[src/rtl/vga_timing_pkg.sv]
// ------------------------------
// VGA 640x480 raster constants and counter types
// Imported by the timing generator and the layers
// ------------------------------
package vga_timing_pkg;

	// Horizontal raster, in 25 MHz pixel clocks
	localparam int H_ACTIVE = 640;
	localparam int H_FRONT  = 16;
	localparam int H_SYNC   = 96;
	localparam int H_BACK   = 48;
	localparam int H_TOTAL  = H_ACTIVE + H_FRONT + H_SYNC + H_BACK; // 800

	// Vertical raster, in lines
	localparam int V_ACTIVE = 480;
	localparam int V_FRONT  = 10;
	localparam int V_SYNC   = 2;
	localparam int V_BACK   = 33;
	localparam int V_TOTAL  = V_ACTIVE + V_FRONT + V_SYNC + V_BACK; // 525

	// Sync windows, start inclusive and end exclusive
	localparam int H_SYNC_START = H_ACTIVE + H_FRONT;     // 656
	localparam int H_SYNC_END   = H_SYNC_START + H_SYNC;  // 752
	localparam int V_SYNC_START = V_ACTIVE + V_FRONT;     // 490
	localparam int V_SYNC_END   = V_SYNC_START + V_SYNC;  // 492

	// Raster position, 0 to 799
	typedef logic [9:0] hcount_t;

	// Line number, 0 to 524
	typedef logic [9:0] vcount_t;

endpackage

[src/rtl/vga_timing.sv]
// ------------------------------
// VGA raster counters and sync generation
// Counts and syncs are valid in the same cycle
// ------------------------------
`timescale 1ns/1ps

module vga_timing (
	input  logic                    clk25,
	input  logic                    arst_n,
	output vga_timing_pkg::hcount_t hcount,
	output vga_timing_pkg::vcount_t vcount,
	output logic                    active,    // Visible 640x480 area
	output logic                    hsync_n,
	output logic                    vsync_n,
	output logic                    frame_end  // One cycle at (799, 524)
);

	import vga_timing_pkg::*;

	logic h_last;   // Last pixel of a line
	logic v_last;   // Last line of the frame

	assign h_last = (hcount == H_TOTAL - 1);
	assign v_last = (vcount == V_TOTAL - 1);

	// Free-running raster counters
	always_ff @(posedge clk25 or negedge arst_n) begin
		if (!arst_n) begin
			hcount <= '0;
			vcount <= '0;
		end else if (h_last) begin
			hcount <= '0; // Wrap line
			if (v_last)
				vcount <= '0; // Wrap frame
			else
				vcount <= vcount + 1'b1;
		end else begin
			hcount <= hcount + 1'b1;
		end
	end

	// Flop set one pixel early so it lines up with (799, 524)
	always_ff @(posedge clk25 or negedge arst_n) begin
		if (!arst_n)
			frame_end <= 1'b0;
		else
			frame_end <= (hcount == H_TOTAL - 2) && v_last;
	end

	// Decoded straight from the counts
	assign active  = (hcount < H_ACTIVE) && (vcount < V_ACTIVE);
	assign hsync_n = !((hcount >= H_SYNC_START) && (hcount < H_SYNC_END)); // Low 656..751
	assign vsync_n = !((vcount >= V_SYNC_START) && (vcount < V_SYNC_END)); // Low 490..491

	// Counter never leaves the raster
	a_hcount_range: assert property (
		@(posedge clk25) disable iff (!arst_n)
		hcount <= H_TOTAL - 1
	) else $error("hcount beyond end of line");

	// Single-cycle frame strobe
	a_frame_end_pulse: assert property (
		@(posedge clk25) disable iff (!arst_n)
		frame_end |=> !frame_end
	) else $error("frame_end longer than one cycle");

endmodule

[config.mk]
export PLATFORM = sky130hd
export DESIGN_NAME = vga_timing
export DESIGN_NICKNAME = d
export VERILOG_FILES = /design/src/rtl/vga_timing_pkg.sv /design/src/rtl/vga_timing.sv
export SDC_FILE = /design/constraint.sdc
export NUM_CORES = 1
export LEC_CHECK = 0
export BUFFER_PORTS_ARGS = -buffer_cell sky130_fd_sc_hd__buf_2
export CORE_MARGIN = 5
export CORE_UTILIZATION = 56
export DETAILED_ROUTE_END_ITERATION = 8
export MAX_ROUTING_LAYER = met4
export PLACE_DENSITY = 0.81
export SLEW_MARGIN = 20
export SYNTH_ARGS = -nofsm -noshare
export SYNTH_HDL_FRONTEND = slang
export SYNTH_SLANG_ARGS = --single-unit
[constraint.sdc]
create_clock -name clk25 -period 3 [get_ports clk25]
set_clock_uncertainty 0.2 [all_clocks]
set_input_delay 0.3 -clock clk25 [delete_from_list [all_inputs] [get_ports clk25]]
set_output_delay 0.3 -clock clk25 [all_outputs]
set_load 0.01 [all_outputs]
==> out/qor.csv <==
metric,value,unit
Pwr per Cell Area,329.6,nW/µm²
most frequent cells after synthesis,"dfrtp_1, nor2_1, nand3_1, xnor2_1",
Final GP Congestion,0.7999,
instance count on the critical path,4,
first-pass GRT wire length,3795,µm
IO Count,26,
"Slew Viols, Final",0,
CP startpoint,hcount[5]$_DFF_PN0_,
port buffer count,25,
ranking of synthesized cells by area,"dfrtp_1, xnor2_1, ha_1, nand3_1, nor2_1",
"count leader, synth",dfrtp_1,
cell family with most CP delay,simple AND/OR/NAND/NOR gates,
final worst-path cycle share,76.82,%
DRC,0,
Reg-to-Reg End,hcount[9]$_DFF_PN0_,
largest net degree at the start of global routing,22,
Hold Fails Final Rpt,0,
final hold slack,0.2749,ns
gr usage total,18.28,%
area delta synth->final,15.54,%
P_int,0.3361,mW
WP data required,3.00,ns
Ant. Diodes,0,
1st-pass router iterations,4,
fill count,175,
Worst setup EP type,flop,
Syn Nets,116,
pre-CTS WS,0.7177,ns
Layout Nets,145,
CP startpoint kind,flop,
post-CTS sizing,0,
Final Critical Period,2.305,ns
Lkg Pwr,0.6555,nW
"slowest stage cell, crit path",or4b_1,
CP Class,reg -> reg,
vias in the first global route,896,
Syn Std Cell Area,1111,µm²
Post-Syn Instances,109,
Yosys reg bits,21,
Worst VDD drop,238.5,µV
reg2reg path depth,4,
CP Data Arrival Time,2.31,ns
maximum clock frequency,0.4339,GHz
area of the die,2975,µm²
htree depth,1,
"Primary FF master, synth",dfrtp_1,
RSZ-0062 raised after global routing,false,
final non-filler cell area,1284,µm²
Area after DPL,1247,µm²
Sw Ratio,20.57,%
asr flop ratio synth,100.0,%
worst skew pair latency,0.30,ns
post-route ant nets,0,
vias per inst,5.476,
initial antenna violation count,0,
"EDFF count, synth",0,
Yosys Warn Count,0,
Synth area leader,dfrtp_1,
hold crit path type,in -> async,
Slew headroom,65.28,%
Clk network pwr share,31.6,%
# rows,16,
Worst path max stage delay,0.71,ns
worst reg-to-reg setup slack,0.70,ns
number of setup violations in the final report,0,
worst-margin pin slew,0.5191,ns
Comb power frac,1.6,%
DR vias,898,
crit-path cells,or4b_1 > nor3_4 > o21ai_0 > a22o_1,
DR WL/cell,13.78,µm
Seq pwr share,66.9,%
DIE WIDTH,54.54,µm
status,"finished, final reports clean",
die height,54.54,µm
Root Driver,clkbuf_4,
CTS Buffer Depth,2,
Initial Util,57.81,%
final wirelength,2260,µm
total CTS buffers,3,
Worst-path clk slew,0.11,ns
Iter 0 DRT Violations,15,
CP Capture Point,hcount[9]$_DFF_PN0_,
final setup TNS,0,ns
syn avg cell area,10.19,µm²
post-synthesis sequential area ratio,47.30,%
Cell variety after synth,27,
max cap viols,0,
CP Buf/Inv Count,0,
Yosys top cell area share,47.30,%
total gr overflow,0,
share of cells above drive strength 1,24.09,%
crit-path max FO,13,
worst r2r src,hcount[5]$_DFF_PN0_,
Sink Count,21,
CTS tree,built,
NetSw,0.08706,mW
core footprint,1922,µm²
hpwl dp,1668,µm
Setup WS post-layout,0.6954,ns
-- metal layers --
metal	vias up	track usage (%)	part of all wire (%)
met4	0	7.469	1.2
met5	-	-	0
met3	6	2.452	5.0
met2	26	30.28	49
met1	426	22.41	45
li1	440	-	-
-- cell families (layout without fill, tap and decap cells) --
family                   Yosys count  in the layout  synth area share [%]
AND/OR/NAND/NOR                   51             51                 26.80
XOR/XNOR                          13             13                 10.25
buffers and inverters              9             37                 4.392
flip-flops                        21             21                 47.30
adder cells (fa/ha/maj)            5              5                 5.631
AO/OA/AOI/OAI                     10             10                 5.631
-- layout by cell type, fill, tap and decap left out, types with 2 or more instances in the layout --
cell,count
buf_2,25
clkbuf_4,3
nand3_1,9
o21ai_1,2
xor2_1,4
nand2_1,7
o21ai_0,3
ha_1,5
nor4_2,2
xnor2_1,9
dfrtp_1,21
nor2_1,10
nor3_1,3
inv_1,7
nand4_1,5
nor4_1,4
and3_1,5
-- registers in the layout (all words and copies together), names as in the netlist --
name	count
hcount	10
vcount	10
frame_end	1
-- worst reg2reg max path, delay by kind of cell, from the launching register on --
family | cells | cell delay, ns
flops | 1 | 0.46
compound gates | 2 | 0.36
simple gates | 2 | 1.18
-- worst min path at each step --
stage | startpoint | endpoint | cells after the start
2_1_floorplan | arst_n | frame_end$_DFF_PN0_ | 0
3_3_place_gp | arst_n | hcount[8]$_DFF_PN0_ | 1
3_5_place_dp | arst_n | hcount[7]$_DFF_PN0_ | 1
4_1_cts | arst_n | hcount[7]$_DFF_PN0_ | 2
5_1_grt | arst_n | hcount[7]$_DFF_PN0_ | 2
6_report | arst_n | hcount[7]$_DFF_PN0_ | 2
-- stage by stage --
stage | total power [mW] | instances | util (%)
global route | 0.4395 | 164 | 66.80
floorplan | 0.2885 | 109 | -
global placement | 0.2943 | 159 | 64.91
detailed placement | 0.2946 | 159 | 64.91
finish | 0.4232 | 164 | 66.80
CTS | 0.4305 | 164 | 66.80
-- layout make-up --
cell class                 instances  area [µm²]  area share (%)
tap                               27       33.78           2.632
inverter                           7       26.28           2.047
clock buffer                       4       26.28           2.047
multi-input combinational         79       536.8           41.81
sequential                        21       525.5           40.94
timing repair buffer              26       135.1           10.53
-- power by group through the flow --
stage / registers (mW) / logic, mW / clock network, mW
2_1_floorplan: 0.289 / 0.000000251 / 0
3_3_place_gp: 0.288 / 0.00591 / 0
3_5_place_dp: 0.288 / 0.00620 / 0
4_1_cts: 0.283 / 0.00717 / 0.140
5_1_grt: 0.283 / 0.00816 / 0.148
6_report: 0.283 / 0.00664 / 0.134
-- what timing repair did --
action	CTS	global route
buffers inserted	0	0
hold endpoints to repair	21	0
endpoints found under the setup margin	0	0
hold buffers	1	0
No activity file was read; power rests on OpenSTA's default activity.
