$ cat src/rtl/gfx_pkg.sv
// ------------------------------
// Logical screen, bitmap, sprite and colour definitions
// ------------------------------
package gfx_pkg;

	// One logical pixel covers 4x4 screen pixels
	localparam int SCALE_SHIFT = 2;

	// Logical screen size
	localparam int LX_MAX = 160;
	localparam int LY_MAX = 120;

	// Background bitmap, one bit per logical pixel
	localparam int PAGE_PIXELS = LX_MAX * LY_MAX; // 19200
	localparam int BG_PAGES    = 4;

	// Sprite edges and pattern frames
	localparam int SP1_SIZE  = 8;
	localparam int SP2_SIZE  = 16;
	localparam int SP_FRAMES = 4;

	// Logical coordinates
	typedef logic [7:0] lx_t;   // 0 to 159 on screen
	typedef logic [6:0] ly_t;   // 0 to 119 on screen

	// Background page or sprite frame select
	typedef logic [1:0] page_t;

	// Shared write address, covers 76800 background bits
	typedef logic [16:0] pic_addr_t;

	// 4:4:4 colour, red in [11:8], green in [7:4], blue in [3:0]
	typedef logic [11:0] rgb_t;
	typedef logic [3:0]  chan_t;

endpackage

$ cat src/rtl/vga_timing_pkg.sv
// ------------------------------
// VGA 640x480 raster constants and counter types
// Imported by the timing generator and the layers
// ------------------------------
package vga_timing_pkg;

	// Horizontal raster, in 25 MHz pixel clocks
	localparam int H_ACTIVE = 640;
	localparam int H_FRONT  = 16;
	localparam int H_SYNC   = 96;
	localparam int H_BACK   = 48;
	localparam int H_TOTAL  = H_ACTIVE + H_FRONT + H_SYNC + H_BACK; // 800

	// Vertical raster, in lines
	localparam int V_ACTIVE = 480;
	localparam int V_FRONT  = 10;
	localparam int V_SYNC   = 2;
	localparam int V_BACK   = 33;
	localparam int V_TOTAL  = V_ACTIVE + V_FRONT + V_SYNC + V_BACK; // 525

	// Sync windows, start inclusive and end exclusive
	localparam int H_SYNC_START = H_ACTIVE + H_FRONT;     // 656
	localparam int H_SYNC_END   = H_SYNC_START + H_SYNC;  // 752
	localparam int V_SYNC_START = V_ACTIVE + V_FRONT;     // 490
	localparam int V_SYNC_END   = V_SYNC_START + V_SYNC;  // 492

	// Raster position, 0 to 799
	typedef logic [9:0] hcount_t;

	// Line number, 0 to 524
	typedef logic [9:0] vcount_t;

endpackage

$ cat src/rtl/bitmap_ram.sv
// ------------------------------
// One-bit bitmap memory, host write port plus registered read
// ------------------------------
`timescale 1ns/1ps

module bitmap_ram #(
	parameter int DEPTH = 1024 // 76800, 256 or 1024 bits
) (
	input  logic              clk25,
	input  logic              we,
	input  gfx_pkg::pic_addr_t wr_addr,
	input  logic              wr_data,
	input  gfx_pkg::pic_addr_t rd_addr,
	output logic              rd_data
);

	localparam int AW = $clog2(DEPTH); // Index bits actually used

	logic mem [DEPTH];

	// Host load port
	always_ff @(posedge clk25) begin
		if (we)
			mem[wr_addr[AW-1:0]] <= wr_data;
	end

	// Read sees the old bit on a same-address write
	always_ff @(posedge clk25) begin
		rd_data <= mem[rd_addr[AW-1:0]];
	end

	// Host must stay inside this memory
	a_wr_in_range: assert property (
		@(posedge clk25) we |-> (wr_addr < DEPTH)
	) else $error("bitmap write beyond depth %0d", DEPTH);

endmodule

$ cat src/rtl/sprite_unit.sv
// ------------------------------
// Square one-bit sprite with four frames
// Hit and pixel both come one cycle after the counts
// ------------------------------
`timescale 1ns/1ps

module sprite_unit #(
	parameter int SIZE = 8 // Edge length, 8 or 16
) (
	input  logic                    clk25,
	input  logic                    arst_n,
	input  vga_timing_pkg::hcount_t hcount,
	input  vga_timing_pkg::vcount_t vcount,
	input  logic                    en,
	input  gfx_pkg::lx_t            pos_x,   // Top-left corner, logical units
	input  gfx_pkg::ly_t            pos_y,
	input  gfx_pkg::page_t          frame,   // Pattern frame
	input  logic                    we,
	input  gfx_pkg::pic_addr_t      wr_addr, // frame*SIZE^2 + row*SIZE + col
	input  logic                    wr_data,
	output logic                    hit,
	output logic                    pixel
);

	import gfx_pkg::*;

	localparam int SB = $clog2(SIZE);    // Bits per pattern row/column
	localparam int XW = $bits(lx_t) + 1; // One bit wider, no wrap at edges
	localparam int YW = $bits(ly_t) + 1;

	lx_t             lx;
	ly_t             ly;
	logic [XW-1:0]   x_lo, x_hi, lx_w;
	logic [YW-1:0]   y_lo, y_hi, ly_w;
	lx_t             off_x; // Offset inside the sprite
	ly_t             off_y;
	pic_addr_t       rd_addr;

	assign lx = lx_t'(hcount >> SCALE_SHIFT);
	assign ly = ly_t'(vcount >> SCALE_SHIFT);

	// Widened bounds, right/bottom edge exclusive
	assign lx_w = {1'b0, lx};
	assign ly_w = {1'b0, ly};
	assign x_lo = {1'b0, pos_x};
	assign y_lo = {1'b0, pos_y};
	assign x_hi = x_lo + XW'(SIZE);
	assign y_hi = y_lo + YW'(SIZE);

	always_ff @(posedge clk25 or negedge arst_n) begin
		if (!arst_n)
			hit <= 1'b0;
		else
			hit <= en && (lx_w >= x_lo) && (lx_w < x_hi)
				&& (ly_w >= y_lo) && (ly_w < y_hi);
	end

	// Low bits only matter while hit
	assign off_x = lx - pos_x;
	assign off_y = ly - pos_y;

	// Concatenation equals frame*SIZE^2 + row*SIZE + col
	assign rd_addr = pic_addr_t'({frame, off_y[SB-1:0], off_x[SB-1:0]});

	bitmap_ram #(
		.DEPTH (SIZE * SIZE * SP_FRAMES)
	) u_pat_ram (
		.clk25   (clk25),
		.we      (we),
		.wr_addr (wr_addr),
		.wr_data (wr_data),
		.rd_addr (rd_addr),
		.rd_data (pixel)
	);

endmodule

$ cat config.mk
export PLATFORM = sky130hd
export DESIGN_NAME = sprite_unit
export DESIGN_NICKNAME = d
export VERILOG_FILES = /design/src/rtl/gfx_pkg.sv /design/src/rtl/vga_timing_pkg.sv /design/src/rtl/bitmap_ram.sv /design/src/rtl/sprite_unit.sv
export SDC_FILE = /design/constraint.sdc
export NUM_CORES = 1
export LEC_CHECK = 0
export BUFFER_PORTS_ARGS = -buffer_cell sky130_fd_sc_hd__buf_2
export CORE_ASPECT_RATIO = 0.75
export CORE_MARGIN = 2
export CORE_UTILIZATION = 40
export DETAILED_ROUTE_END_ITERATION = 12
export PLACE_DENSITY = 0.62
export SYNTH_ARGS = -nofsm -noshare
export SYNTH_HDL_FRONTEND = slang
export SYNTH_SLANG_ARGS = --single-unit
export TNS_END_PERCENT = 10
$ cat constraint.sdc
create_clock -name clk25 -period 4.8 [get_ports clk25]
set_clock_uncertainty 0.15 [all_clocks]
set_input_delay 0.24 -clock clk25 [delete_from_list [all_inputs] [get_ports clk25]]
set_output_delay 0.24 -clock clk25 [all_outputs]
set_load 0.01 [all_outputs]
==> metrics.txt <==
status=complete, no violations; share of cells above drive strength 1=19.7%; Routed Antenna Nets=0; Crit Reg-Reg Startpoint=u_pat_ram.mem[113]$_DFFE_PP_; Top FF cell, synth=edfxtp_1; GRT overflow=0; CTS sink count=258; dominant cell type by area after synthesis=edfxtp_1; first-pass GRT wire length=41500 um; number of flops mapped to enable cells by yosys=256; Final HPWL DP=16400 um; met1 wire length=12600 um; met3 wire length=1850 um; root buffer cell=clkbuf_16; Rel. slew slack=28.6%; # rows=54; Layout Nets=966; RSZ-0062 raised after global routing=false; final setup violating endpoints=0; non-filler cells, final=1291; main area contributors after synthesis=edfxtp_1 64%, mux4_2 14%, nor2_1 8.2%; GP Congestion=0.769; Initial Util=41.0%; fin crit period=3.20 ns; area of the multi-input gates=3940 um2; Clock Latency Late Sink=0.53 ns; Slew Limit Fails=0; Syn Area/Cell=14.1 um2; Syn. warnings=0; Top Layer Used=met4; leakage=4.27 nW; register area share after synthesis=64.4%; All-Layer GR Usage=17.2%; Startpoint Class=input pin; FF+latch count, synth=258; Peak VDD IR=0.000314 V; initial antenna violation count=0; CP startpoint=hcount[2]; hold buffer count at CTS=5; Data arrival, critical path=3.45 ns; Crit Path Max Fanout=36; Port Buffer Count=46; via count=7059; DR WL/cell=20.7 um; P per Cell Area=383 nW/um2; commonest non-fill, non-tap cell in the layout=nor2_1; post-CTS sizing=0; H-tree depth=1; Fillers=2644; Worst EP required=5.06 ns; Post-Syn Area=12000 um2; Worst Max-Slew Pin Slew=1.07 ns; area grow syn2layout=12.6%; hold_sp=frame[0]; Hold Path Class=input pin to flip-flop; Synth async-reset ratio=0.388%; Iter 0 DRT Violations=763; R2R depth=5; Max Buffers Root-to-Sink=3; top cell type's share of synthesized area=64.0%; post-CTS setup buffer count=0; Storage cell area=7730 um2; Max Clk Rate=313 MHz; final hold vios=0; IO Count=61; Syn Inst Count=850; Syn Nets=937; ANT cells=0; Final Cycle Share=66.6%; post-synthesis cell type count=40; Die Y=154 um; vias in the first global route=7061; DRT Pass-1 Iters=5; drt drc=0; Die X-Extent=204 um; hold-critical path depth=3; Final TNS setup=0 ns; Core ar.=29300 um2; max cap viols=0; CTS tree=yes; commonest non-fill, non-tap cells in the layout=261 x nor2_1, 256 x edfxtp_1, 75 x mux4_2; TritonCTS Buffers=26; Worst setup EP type=flip-flop; placed insts=1238; largest net degree at the start of global routing=136; Die ar.=31500 um2; Vias/cell=5.47; critical path type=input pin to flip-flop; met2 WL=12000 um; Clock Pin Slew Worst Setup and Hold Paths=0.06 ns; DRT Wirelength=26700 um
==> metrics by stage <==
stage | cell area (um2) | setup slack (ns) | hold WS, ns | utilization (%) | total power [mW]
global placement | 12600 | 1.06 | -0.134 | 43.0 | 3.13
floorplan | 12000 | 1.83 | -0.206 | - | 2.93
detailed placement | 12600 | 1.03 | -0.133 | 43.0 | 3.13
global route | 13500 | 1.50 | 0.0590 | 46.1 | 5.34
CTS | 13500 | 1.58 | 0.0565 | 46.1 | 5.21
finish | 13500 | 1.60 | 0.0822 | 46.1 | 5.18
==> Yosys cell counts (7+ instances only) <==
cell and count:
nand3_1 29, clkbuf_1 48, mux2i_1 8, mux4_2 75, xnor2_1 7, inv_1 22, a21o_1 7, nand2_1 29
nand4_1 10, edfxtp_1 256, ha_1 26, nor2b_1 10, nor2_1 261, a21oi_1 11
==> path summary, 6_finish.rpt <==
check,slack (ns),end
max,1.60,u_pat_ram.rd_data$_DFF_P_
min,0.08,u_pat_ram.rd_data$_DFF_P_
max reg2reg,2.45,u_pat_ram.rd_data$_DFF_P_
min reg2reg,0.85,u_pat_ram.rd_data$_DFF_P_
max in group asynchronous,4.03,hit$_DFF_PN0_
min in group asynchronous,0.37,hit$_DFF_PN0_
==> metal layers <==
metal / global-route usage (%) / vias to the layer above
li1: - / 3198
met1: 26.4 / 3585
met2: 26.3 / 246
met3: 2.78 / 30
met4: 2.93 / 0
met5: 0 / -
==> worst max-delay path, stage by stage <==
cell and delay, ns:
buf_2 0.09, inv_1 0.06, ha_4 0.16, fa_4 1.16, buf_4 0.38, mux4_2 0.36, mux4_2 0.45, nand3b_1 0.20
a32oi_1 0.23, o22ai_1 0.10
==> flip-flops by register name (all words and copies together), names as in the netlist <==
register           flops
u_pat_ram.mem        256
hit                    1
u_pat_ram.rd_data      1
==> where the power goes <==
part           internal (mW)  switching (mW)  total, mW
Clock                   1.24           0.856       2.10
Combinational          0.266           0.330      0.596
Sequential              2.48         0.00397       2.49
==> kinds of logic after synthesis <==
family          after synthesis  synth area share [%]
mux                          83                  14.7
compound gates               40                  2.22
simple gates                348                  11.8
flops                       258                  64.4
buf+inv                      84                  3.03
fa+ha+maj                    28                  3.04
xor+xnor                      9                 0.812
==> final cells by class <==
cell class,count,share of cell area (%)
clock buffers,29,5.05
clock inverters,19,1.44
inverters,22,0.611
multi-input cells,508,29.1
flip-flops and latches,258,57.2
well taps,392,3.63
repair buffers,63,2.97
Note: power is estimated with default switching activity, not from simulation.
