## config.mk

```make
export PLATFORM = sky130hd
export DESIGN_NAME = pixel_mixer
export DESIGN_NICKNAME = d
export VERILOG_FILES = /design/src/rtl/gfx_pkg.sv /design/src/rtl/pixel_mixer.sv
export SDC_FILE = /design/constraint.sdc
export NUM_CORES = 1
export LEC_CHECK = 0
export ABC_AREA = 0
export BUFFER_PORTS_ARGS = -buffer_cell sky130_fd_sc_hd__buf_4
export CORE_UTILIZATION = 45
export CTS_BUF_LIST = sky130_fd_sc_hd__clkbuf_4
export DETAILED_ROUTE_END_ITERATION = 8
export PLACE_DENSITY = 0.82
export SYNTH_ARGS = -nofsm -noshare
export SYNTH_HDL_FRONTEND = slang
export SYNTH_SLANG_ARGS = --single-unit
```

## constraint.sdc

```tcl
create_clock -name clk25 -period 2.5 [get_ports clk25]
set_clock_uncertainty 0.15 [all_clocks]
set_input_delay 0.375 -clock clk25 [delete_from_list [all_inputs] [get_ports clk25]]
set_output_delay 0.375 -clock clk25 [all_outputs]
set_load 0.01 [all_outputs]
```

## src/rtl/gfx_pkg.sv

```systemverilog
// ------------------------------
// Logical screen, bitmap, sprite and colour definitions
// ------------------------------
package gfx_pkg;

	// One logical pixel covers 4x4 screen pixels
	localparam int SCALE_SHIFT = 2;

	// Logical screen size
	localparam int LX_MAX = 160;
	localparam int LY_MAX = 120;

	// Background bitmap, one bit per logical pixel
	localparam int PAGE_PIXELS = LX_MAX * LY_MAX; // 19200
	localparam int BG_PAGES    = 4;

	// Sprite edges and pattern frames
	localparam int SP1_SIZE  = 8;
	localparam int SP2_SIZE  = 16;
	localparam int SP_FRAMES = 4;

	// Logical coordinates
	typedef logic [7:0] lx_t;   // 0 to 159 on screen
	typedef logic [6:0] ly_t;   // 0 to 119 on screen

	// Background page or sprite frame select
	typedef logic [1:0] page_t;

	// Shared write address, covers 76800 background bits
	typedef logic [16:0] pic_addr_t;

	// 4:4:4 colour, red in [11:8], green in [7:4], blue in [3:0]
	typedef logic [11:0] rgb_t;
	typedef logic [3:0]  chan_t;

endpackage

```

## src/rtl/pixel_mixer.sv

```systemverilog
// ------------------------------
// Layer priority, palette and blanking
// Colour and syncs leave together, two cycles after the counts
// ------------------------------
`timescale 1ns/1ps

module pixel_mixer (
	input  logic          clk25,
	input  logic          arst_n,
	input  logic          active,
	input  logic          hsync_n,
	input  logic          vsync_n,
	input  logic          bg_pixel,
	input  logic          sp1_hit,
	input  logic          sp1_pixel,
	input  logic          sp2_hit,
	input  logic          sp2_pixel,
	input  gfx_pkg::rgb_t color0,   // Colour for a 0 pixel
	input  gfx_pkg::rgb_t color1,   // Colour for a 1 pixel
	output gfx_pkg::chan_t vga_r,
	output gfx_pkg::chan_t vga_g,
	output gfx_pkg::chan_t vga_b,
	output logic          vga_hsync_n,
	output logic          vga_vsync_n
);

	import gfx_pkg::*;

	logic active_d;
	logic hsync_d;
	logic vsync_d;
	logic pix;      // Winning layer bit
	rgb_t rgb_next;

	// Match the one-cycle layer latency
	always_ff @(posedge clk25 or negedge arst_n) begin
		if (!arst_n) begin
			active_d <= 1'b0;
			hsync_d  <= 1'b1;
			vsync_d  <= 1'b1;
		end else begin
			active_d <= active;
			hsync_d  <= hsync_n;
			vsync_d  <= vsync_n;
		end
	end

	// Sprite 1 over sprite 2 over background
	assign pix = sp1_hit ? sp1_pixel : (sp2_hit ? sp2_pixel : bg_pixel);

	assign rgb_next = !active_d ? '0 : (pix ? color1 : color0);

	// Output register
	always_ff @(posedge clk25 or negedge arst_n) begin
		if (!arst_n) begin
			{vga_r, vga_g, vga_b} <= '0;
			vga_hsync_n           <= 1'b1;
			vga_vsync_n           <= 1'b1;
		end else begin
			{vga_r, vga_g, vga_b} <= rgb_next;
			vga_hsync_n           <= hsync_d;
			vga_vsync_n           <= vsync_d;
		end
	end

endmodule

```

==> results of run 1 <==
-- stage by stage --
step	instances	utilization	instance area, um^2	hold WS (ns)	setup WS [ns]
floorplan	66	-	835	-0.0706	1.21
global placement	130	0.664	1150	0.0936	0.885
detailed placement	130	0.664	1150	0.0970	0.792
CTS	135	0.688	1190	0.0250	1.04
global route	135	0.688	1190	0.0148	1.01
finish	135	0.688	1190	0.0401	1.06
-- registers in the layout, indices dropped and copies added (netlist names) --
register / flops
vga_b: 4
vga_r: 4
vga_vsync_n: 1
vga_hsync_n: 1
vsync_d: 1
active_d: 1
vga_g: 4
hsync_d: 1
-- routing by layer --
layer | part of all wire | up-vias | track usage
met4 | 0.010 | 0 | 0.127
li1 | - | 340 | -
met5 | 0 | - | 0
met1 | 0.38 | 340 | 0.253
met2 | 0.54 | 41 | 0.359
met3 | 0.071 | 2 | 0.0200
-- path summary, 6_finish.rpt --
check	depth (start not counted)	start	end	slack, ns
worst max-delay path	1	vga_vsync_n	vga_vsync_n	1.06
worst min-delay path	1	vsync_n	vsync_d	0.04
worst max register to register	2	active_d	vga_r[2]	1.49
worst min register to register	0	vsync_d	vga_vsync_n	0.21
max in group asynchronous	2	arst_n	vga_hsync_n	1.62
min in group asynchronous	2	arst_n	vga_r[2]	0.33
-- repair_timing --
action | 4_1_cts | 5_1_grt
hold endpoints to repair | 13 | 0
hold buffers | 1 | 0
setup buffers | 0 | 0
-- power breakdown --
part           internal [mW]  switching, mW
Combinational         0.0768         0.0692
Sequential             0.296        0.00508
Clock                 0.0728         0.0815
Total                  0.446          0.156
-- cell families after synthesis --
logic type	share of synthesized area
DFF	0.516
and+or+nand+nor	0.0120
buffers and inverters	0.0900
muxes	0.0345
AOI/OAI and AO/OA	0.348
-- synth_stat cells --
cell type  number  area share
o211ai_1       14        0.13
dfrtp_1        13        0.39
a21oi_1        12       0.072
o211ai_2       10        0.15
dfstp_2         4        0.13
buf_2           2       0.012
buf_6           2       0.027
clkbuf_8        2       0.033
clkbuf_1        1      0.0045
clkbuf_4        1      0.0090
inv_1           1      0.0045
mux2_4          1       0.018
mux2i_2         1       0.016
nand2_1         1      0.0045
nand2b_1        1      0.0075
-- cell type report --
cell class,count,share of cell area
Clock buffer,4,0.0253
Tap cell,25,0.0263
Timing Repair Buffer,48,0.306
Multi-Input combinational cell,40,0.277
Sequential cell,17,0.362
Inverter,1,0.00316
-- worst register-to-register path, stage by stage, from the launching register on --
cell and delay, ns:
dfrtp_1 0.37, inv_1 0.27, a21oi_1 0.09
==> results.md, run 1 <==
- H-Tree Depth: 1
- Synth Cell Area: between 800 and 900 um^2
- Fmax: between 600 and 700 MHz
- Max_cap viols: 0
- Status: finished clean
- Max Slew Vio Count: 0
- Post-layout min period: 1.44 ns
- Number of synthesized register bits: 17
- Number of global-route vias before repair: 701
- Clock root buffer: clkbuf_4
- Drt wl/cell: 14.6 um
- Total Power: 0.601 mW
- CP peak stage delay: 0.53 ns
- Average size of a mapped cell: 12.6 um^2
- Area grow syn2layout: 42.3%
- # port buffers: 47
- First-pass GRT wire length: 3000 um
- Sequential-to-total area share from yosys stat: 0.516
- Clock sink count: 17
- Remaining DRCs: 0
- Hold/Removal Path Class: in2reg
- VDD IR max: approximately 240 uV
- ANT nets after route: 0
- RSZ-0062 raised after global routing: false
- Hold Vio Cnt, Final: 0
- All-Layer GR Usage: 0.210
- Commonest non-fill, non-tap cell in the layout: buf_4
- Crit path capture type: output pin
- Net Count, Synth: 100
- Unique masters post-synth: 15
- Multi-input gate area: 329 um^2
- Critical path required time: 1.98 ns
- Final setup TNS: 0 ns
- Crit path launch type: register
- Most frequent cells in the layout: buf_4 (47), o211ai_1 (14), dfrtp_1 (13)
- Height of the chip: ~45 um
- Pin count of the biggest net entering global routing: 27
- N_diodes: 0
- Tcrit/Tclk final: 0.577
- Warnings, synthesis: 0
- Crit path kind: reg2out
- Floorplan row count: 15
- DRT Wirelength: 1970 um
- Slew @ Worst Pin: 0.632 ns
- Critical path fanouts, max: 1
- Cell at the slowest stage of the critical path: dfstp_2
- Initial antenna violation count: 0
- Leakage: about 0.55 nW
- Drt pass-1 iters: 6
- Clk slew on worst S/H paths: 0.09 ns
- Final GP Congestion: a little over 0.7
- Power Density: 506 nW/um^2
- Via density: 5.36
- Final setup vio count: 0
- Layout net count: 145
- Ports: 48
- Placeable Area: 1730 um^2
- Gr ovfl total: 0
- Seq. cell area: 430 um^2
- Crit path max-delay family: flip-flops
- Vias: approximately 720
- Worst-path cell chain: buf_4
- HPWL reported at the end of detailed placement: around 1400 um
- Worst-Skew Late Latency: 0.28 ns
- Layout cell share with drive strength beyond 1: 0.609
- CTS tree: built
- Syn Inst Count: 66
- Max clock buf depth: 2
- Relative slew slack: 0.570
- CP Data Arrival Time: 0.92 ns
- Initial Util: 0.483
- CP bufs+invs: 1
- Die ar.: between 2000 and 2500 um^2
- Die W: 45.1 um
- Post_cts resized: 0
- Fillers: between 100 and 150
- Num CTS Buffers: 3
- Starting DRT DRC Count: 9
Power figures use the tool's default switching activity.
==> run 2: changes to the inputs <==
--- a/config.mk
+++ b/config.mk
@@ -7,10 +7,10 @@
 export LEC_CHECK = 0
 export ABC_AREA = 0
 export BUFFER_PORTS_ARGS = -buffer_cell sky130_fd_sc_hd__buf_4
-export CORE_UTILIZATION = 45
+export CORE_UTILIZATION = 40
 export CTS_BUF_LIST = sky130_fd_sc_hd__clkbuf_4
 export DETAILED_ROUTE_END_ITERATION = 8
-export PLACE_DENSITY = 0.82
+export PLACE_DENSITY = 0.77
 export SYNTH_ARGS = -nofsm -noshare
 export SYNTH_HDL_FRONTEND = slang
 export SYNTH_SLANG_ARGS = --single-unit
==> constraint.sdc (replaced) <==
create_clock -name clk25 -period 1.3 [get_ports clk25]
set_clock_uncertainty 0.15 [all_clocks]
set_input_delay 0.195 -clock clk25 [delete_from_list [all_inputs] [get_ports clk25]]
set_output_delay 0.195 -clock clk25 [all_outputs]
set_load 0.01 [all_outputs]
==> results.md, run 2 (synthesis gave the netlist of run 1 again) <==
- Fillers: around 160
- Crit path capture type: output pin
- Floorplan row count: 16
- Final setup vio count: 0
- Drt pass-1 iters: 6
- CP bufs+invs: 1
- Remaining DRCs: 1
- Layout cell share with drive strength beyond 1: 0.590
- CP Data Arrival Time: a little over 0.9 ns
- Die W: 47.7 um
- ANT nets after route: 0
- Clock power share: 0.241
- Cell at the slowest stage of the critical path: dfstp_2
- Failing checks: DRC
- Pin count of the biggest net entering global routing: 19
- Switching share of power: 0.271
- N_diodes: 0
- Crit path max-delay family: flip-flops
- Critical path required time: 0.95 ns
- Area grow syn2layout: 50.5%
- Min Hold Slack: 0.0107 ns
- RSZ-0062 raised after global routing: false
- Leakage: about 0.58 nW
- Max_cap viols: 0
- Power Density: 923 nW/um^2
- Max Slew Vio Count: 0
- Number of global-route vias before repair: 717
- Status: finished with violations
- Util after Layout: 0.640
- Hold Vio Cnt, Final: 0
- Vias: 756
- Worst-path cell chain: buf_6
- DRT Wirelength: about 2000 um
- Placeable Area: 1960 um^2
- Max clock buf depth: 2
- Commonest non-fill, non-tap cell in the layout: buf_4
- H-Tree Depth: 1
- Combinational power share: 0.259
- Starting DRT DRC Count: 11
- # port buffers: 47
- VDD IR max: 540 uV
- Relative slew slack: 0.548
- Fmax: between 700 and 800 MHz
- Psw: 0.314 mW
- Initial Util: 0.425
- Slew @ Worst Pin: 0.665 ns
- Ports: 48
- Crit path launch type: register
- Post-layout min period: about 1.3 ns
- Critical path fanouts, max: 1
- Clk slew on worst S/H paths: 0.10 ns
- Final GP Congestion: about 0.70
- Via density: 5.25
- All-Layer GR Usage: 0.199
- CP peak stage delay: approximately 0.54 ns
- Drt wl/cell: ~14 um
- Crit path kind: reg2out
- Tcrit/Tclk final: 0.973
- Most frequent cells in the layout: buf_4 (48), o211ai_1 (14), dfrtp_1 (13)
- Worst-Skew Late Latency: 0.29 ns
- Int Pwr: 0.846 mW
- Layout net count: 152
- Initial antenna violation count: 0
- Gr ovfl total: 0
- Clock sink count: 17
- Flop pwr share: 0.500
- Post-CTS Setup Bufs: 0
- Num CTS Buffers: 3
- Clock root buffer: clkbuf_4
- CTS tree: built
- Height of the chip: ~48 um
- Hold/Removal Path Class: in2reg
- First-pass GRT wire length: 3070 um
- Die ar.: about 2300 um^2
run 2: changes by cell type in the layout (fill, tap and decap cells not counted), sizes merged:
cell / delta
dlygate4sd3: +5
buf: +2
clkbuf: -1
clkinv: +1
run 2: worst paths after layout:
check                      depth (start not counted)          end        start  slack [ns]
max                                                1  vga_hsync_n  vga_hsync_n        0.03
min                                                3     vga_b[1]    color1[1]        0.01
max reg2reg                                        2     vga_b[3]     active_d        0.28
min reg2reg                                        0  vga_hsync_n      hsync_d        0.21
max in group asynchronous                          2  vga_vsync_n       arst_n        0.60
min in group asynchronous                          2     vga_r[0]       arst_n        0.15
run 2: layer usage:
metal | global-route usage | part of all wire | up-vias
met5 | 0 | 0 | -
met2 | 0.337 | 0.48 | 34
met1 | 0.241 | 0.43 | 358
met3 | 0.0302 | 0.069 | 4
met4 | 0.111 | 0.018 | 0
li1 | - | - | 360
run 2: per-stage QoR:
| stage | std cells | setup WS, ns | TNS [ns] | cell area (um^2) | power, mW |
|---|---|---|---|---|---|
| finish | 144 | 0.0347 | 0 | 1260 | 1.16 |
| global route | 144 | 0.00406 | 0 | 1260 | 1.21 |
| CTS | 144 | 0.0347 | 0 | 1250 | 1.16 |
| detailed placement | 134 | -0.165 | -1.46 | 1160 | 0.874 |
| global placement | 134 | -0.0796 | -0.759 | 1160 | 0.867 |
| floorplan | 66 | 0.191 | 0 | 835 | 0.731 |
run 2: power by group through the flow:
| stage | Sequential, mW | Combinational, mW | Clock [mW] |
|---|---|---|---|
| 2_1_floorplan | 0.606 | 0.124 | 0 |
| 3_3_place_gp | 0.588 | 0.278 | 0 |
| 3_5_place_dp | 0.590 | 0.284 | 0 |
| 4_1_cts | 0.579 | 0.300 | 0.280 |
| 5_1_grt | 0.584 | 0.328 | 0.302 |
| 6_report | 0.580 | 0.300 | 0.280 |
run 2: what timing repair did:
action	4_1_cts	5_1_grt
gates resized for setup	0	1
hold buffers	6	0
setup endpoints to repair	0	1
hold endpoints to repair	22	0
run 2: layout make-up:
class                      count  area, um^2  share of cell area
clock buffer                   3        22.5              0.0179
clock inverter                 1        5.00             0.00398
inverter                       1        3.75             0.00299
multi-input combinational     40         329               0.262
sequential                    17         430               0.343
tap                           27        33.8              0.0269
timing repair buffer          55         432               0.344
==> run 3: changes to the inputs <==
--- a/config.mk
+++ b/config.mk
@@ -7,10 +7,12 @@
 export LEC_CHECK = 0
 export ABC_AREA = 0
 export BUFFER_PORTS_ARGS = -buffer_cell sky130_fd_sc_hd__buf_4
-export CORE_UTILIZATION = 40
+export CELL_PAD_IN_SITES_DETAIL_PLACEMENT = 0
+export CELL_PAD_IN_SITES_GLOBAL_PLACEMENT = 1
+export CORE_UTILIZATION = 30
 export CTS_BUF_LIST = sky130_fd_sc_hd__clkbuf_4
 export DETAILED_ROUTE_END_ITERATION = 8
-export PLACE_DENSITY = 0.77
+export PLACE_DENSITY_LB_ADDON = 0.1
 export SYNTH_ARGS = -nofsm -noshare
 export SYNTH_HDL_FRONTEND = slang
 export SYNTH_SLANG_ARGS = --single-unit
==> results.md, run 3 (synthesis gave the netlist of run 1 again) <==
- Power Density: 881 nW/um^2
- Worst-path cell chain: buf_6
- Max_cap viols: 0
- Critical path required time: 0.95 ns
- Most frequent cells in the layout: buf_4 (47), o211ai_1 (14), dfrtp_1 (13)
- Final GP Congestion: 0.706
- Psw: between 0.3 and 0.4 mW
- Ports: 48
- All-Layer GR Usage: 0.156
- Multi-input gate area: 329 um^2
- CP peak stage delay: 0.54 ns
- Die ar.: 3000 um^2
- Gr ovfl total: 0
- Crit path capture type: output pin
- Placeable Area: 2540 um^2
- Final setup vio count: 0
- Post-CTS Setup Bufs: 0
- Crit path kind: reg2out
- Drt wl/cell: between 10 and 15 um
- RSZ-0062 raised after global routing: false
- Placed cell areas: 1170 um^2
- Max clock buf depth: 2
- # port buffers: 47
- Max Slew Vio Count: 0
- H-Tree Depth: 1
- Seq. cell area: 430 um^2
- Dpl cells: 137
- Util after Layout: 0.520
- CTS tree: built
- ANT nets after route: 0
- CP bufs+invs: 1
- Clock power share: 0.235
- Final setup TNS: 0 ns
- Tcrit/Tclk final: 0.965
- Relative slew slack: 0.576
- Flop2flop setup slack: around 0.27 ns
- Via density: 4.90
- Num CTS Buffers: 3
- Final setup margin: 0.0458 ns
- Pin count of the biggest net entering global routing: 18
- Switching share of power: 0.264
- CP Data Arrival Time: 0.91 ns
- Remaining DRCs: 0
- Combinational power share: 0.268
- N_diodes: 0
- Clock root buffer: clkbuf_4
- First-pass GRT wire length: between 3000 and 4000 um
- Slew @ Worst Pin: 0.624 ns
- Clock sink count: 17
- Leakage: 0.610 nW
- Cell at the slowest stage of the critical path: dfstp_2
- Vias: 749
- Design area: 1320 um^2
- Total Power: 1.17 mW
- Crit path launch type: register
- Area grow syn2layout: 58.6%
- DRT Wirelength: between 2000 and 2500 um
- Critical path fanouts, max: 1
- Flop pwr share: 0.497
- Layout net count: 158
- Starting DRT DRC Count: 7
- Initial Util: 0.328
- Die W: 54.7 um
- Non-filler cells, final: 153
- Number of global-route vias before repair: 707
- Status: finished clean
- VDD IR max: about 500 uV
- Height of the chip: 54.7 um
- Commonest non-fill, non-tap cell in the layout: buf_4
- Layout cell share with drive strength beyond 1: 0.561
- Post-Place Setup Slack: -0.129 ns
- Post-layout min period: 1.25 ns
- Worst-Skew Late Latency: around 0.28 ns
- Hold/Removal Path Class: in2reg
- Int Pwr: about 0.86 mW
- Fmax: about 800 MHz
- Min Hold Slack: 0.0101 ns
- Hold Vio Cnt, Final: 0
- Drt pass-1 iters: 4
- Fillers: 259
- Clk slew on worst S/H paths: 0.10 ns
- Initial antenna violation count: 0
- HPWL reported at the end of detailed placement: 1420 um
- Floorplan row count: 18
- Crit path max-delay family: flip-flops
[run 3: changes by cell type in the layout (fill, tap and decap cells not counted), sizes merged]
cell,previous run,this run
dlygate4sd3,6,12
[run 3: power groups by stage]
stage                     logic [mW]  clock network [mW]  registers (mW)
after floorplan                0.124                   0           0.606
after global placement         0.283                   0           0.588
after detailed placement       0.284                   0           0.590
after CTS                      0.312               0.294           0.580
after global routing           0.343               0.313           0.584
final                          0.312               0.275           0.579
[run 3: final cells by class]
| type | instances | share of cell area |
|---|---|---|
| Multi-Input combinational cell | 40 | 0.249 |
| Tap cell | 30 | 0.0284 |
| Clock buffer | 3 | 0.0170 |
| Timing Repair Buffer | 61 | 0.374 |
| Clock inverter | 1 | 0.00378 |
| Sequential cell | 17 | 0.325 |
| Inverter | 1 | 0.00284 |
[run 3: final timing paths]
| path | depth (start not counted) | to | from |
|---|---|---|---|
| hold reg to reg | 0 | vga_hsync_n | hsync_d |
| setup / recovery | 1 | vga_vsync_n | vga_vsync_n |
| setup reg to reg | 2 | vga_b[2] | active_d |
| hold / removal | 3 | vga_g[1] | color1[5] |
| min in group asynchronous | 2 | vga_g[0] | arst_n |
| max in group asynchronous | 2 | vsync_d | arst_n |
[run 3: layer usage]
metal	track usage	up-vias	part of all wire	routed length, um
met5	0	-	0	0
met4	0.0769	0	0.0064	13
met3	0.0250	2	0.058	119
met2	0.249	32	0.51	1040
met1	0.201	348	0.43	874
li1	-	367	-	-
[run 3: repair_timing]
action                                  in CTS  in global routing
endpoints found under the setup margin       0                  2
hold buffers                                11                  1
resized for setup                            0                  2
endpoints found under the hold margin       27                  1
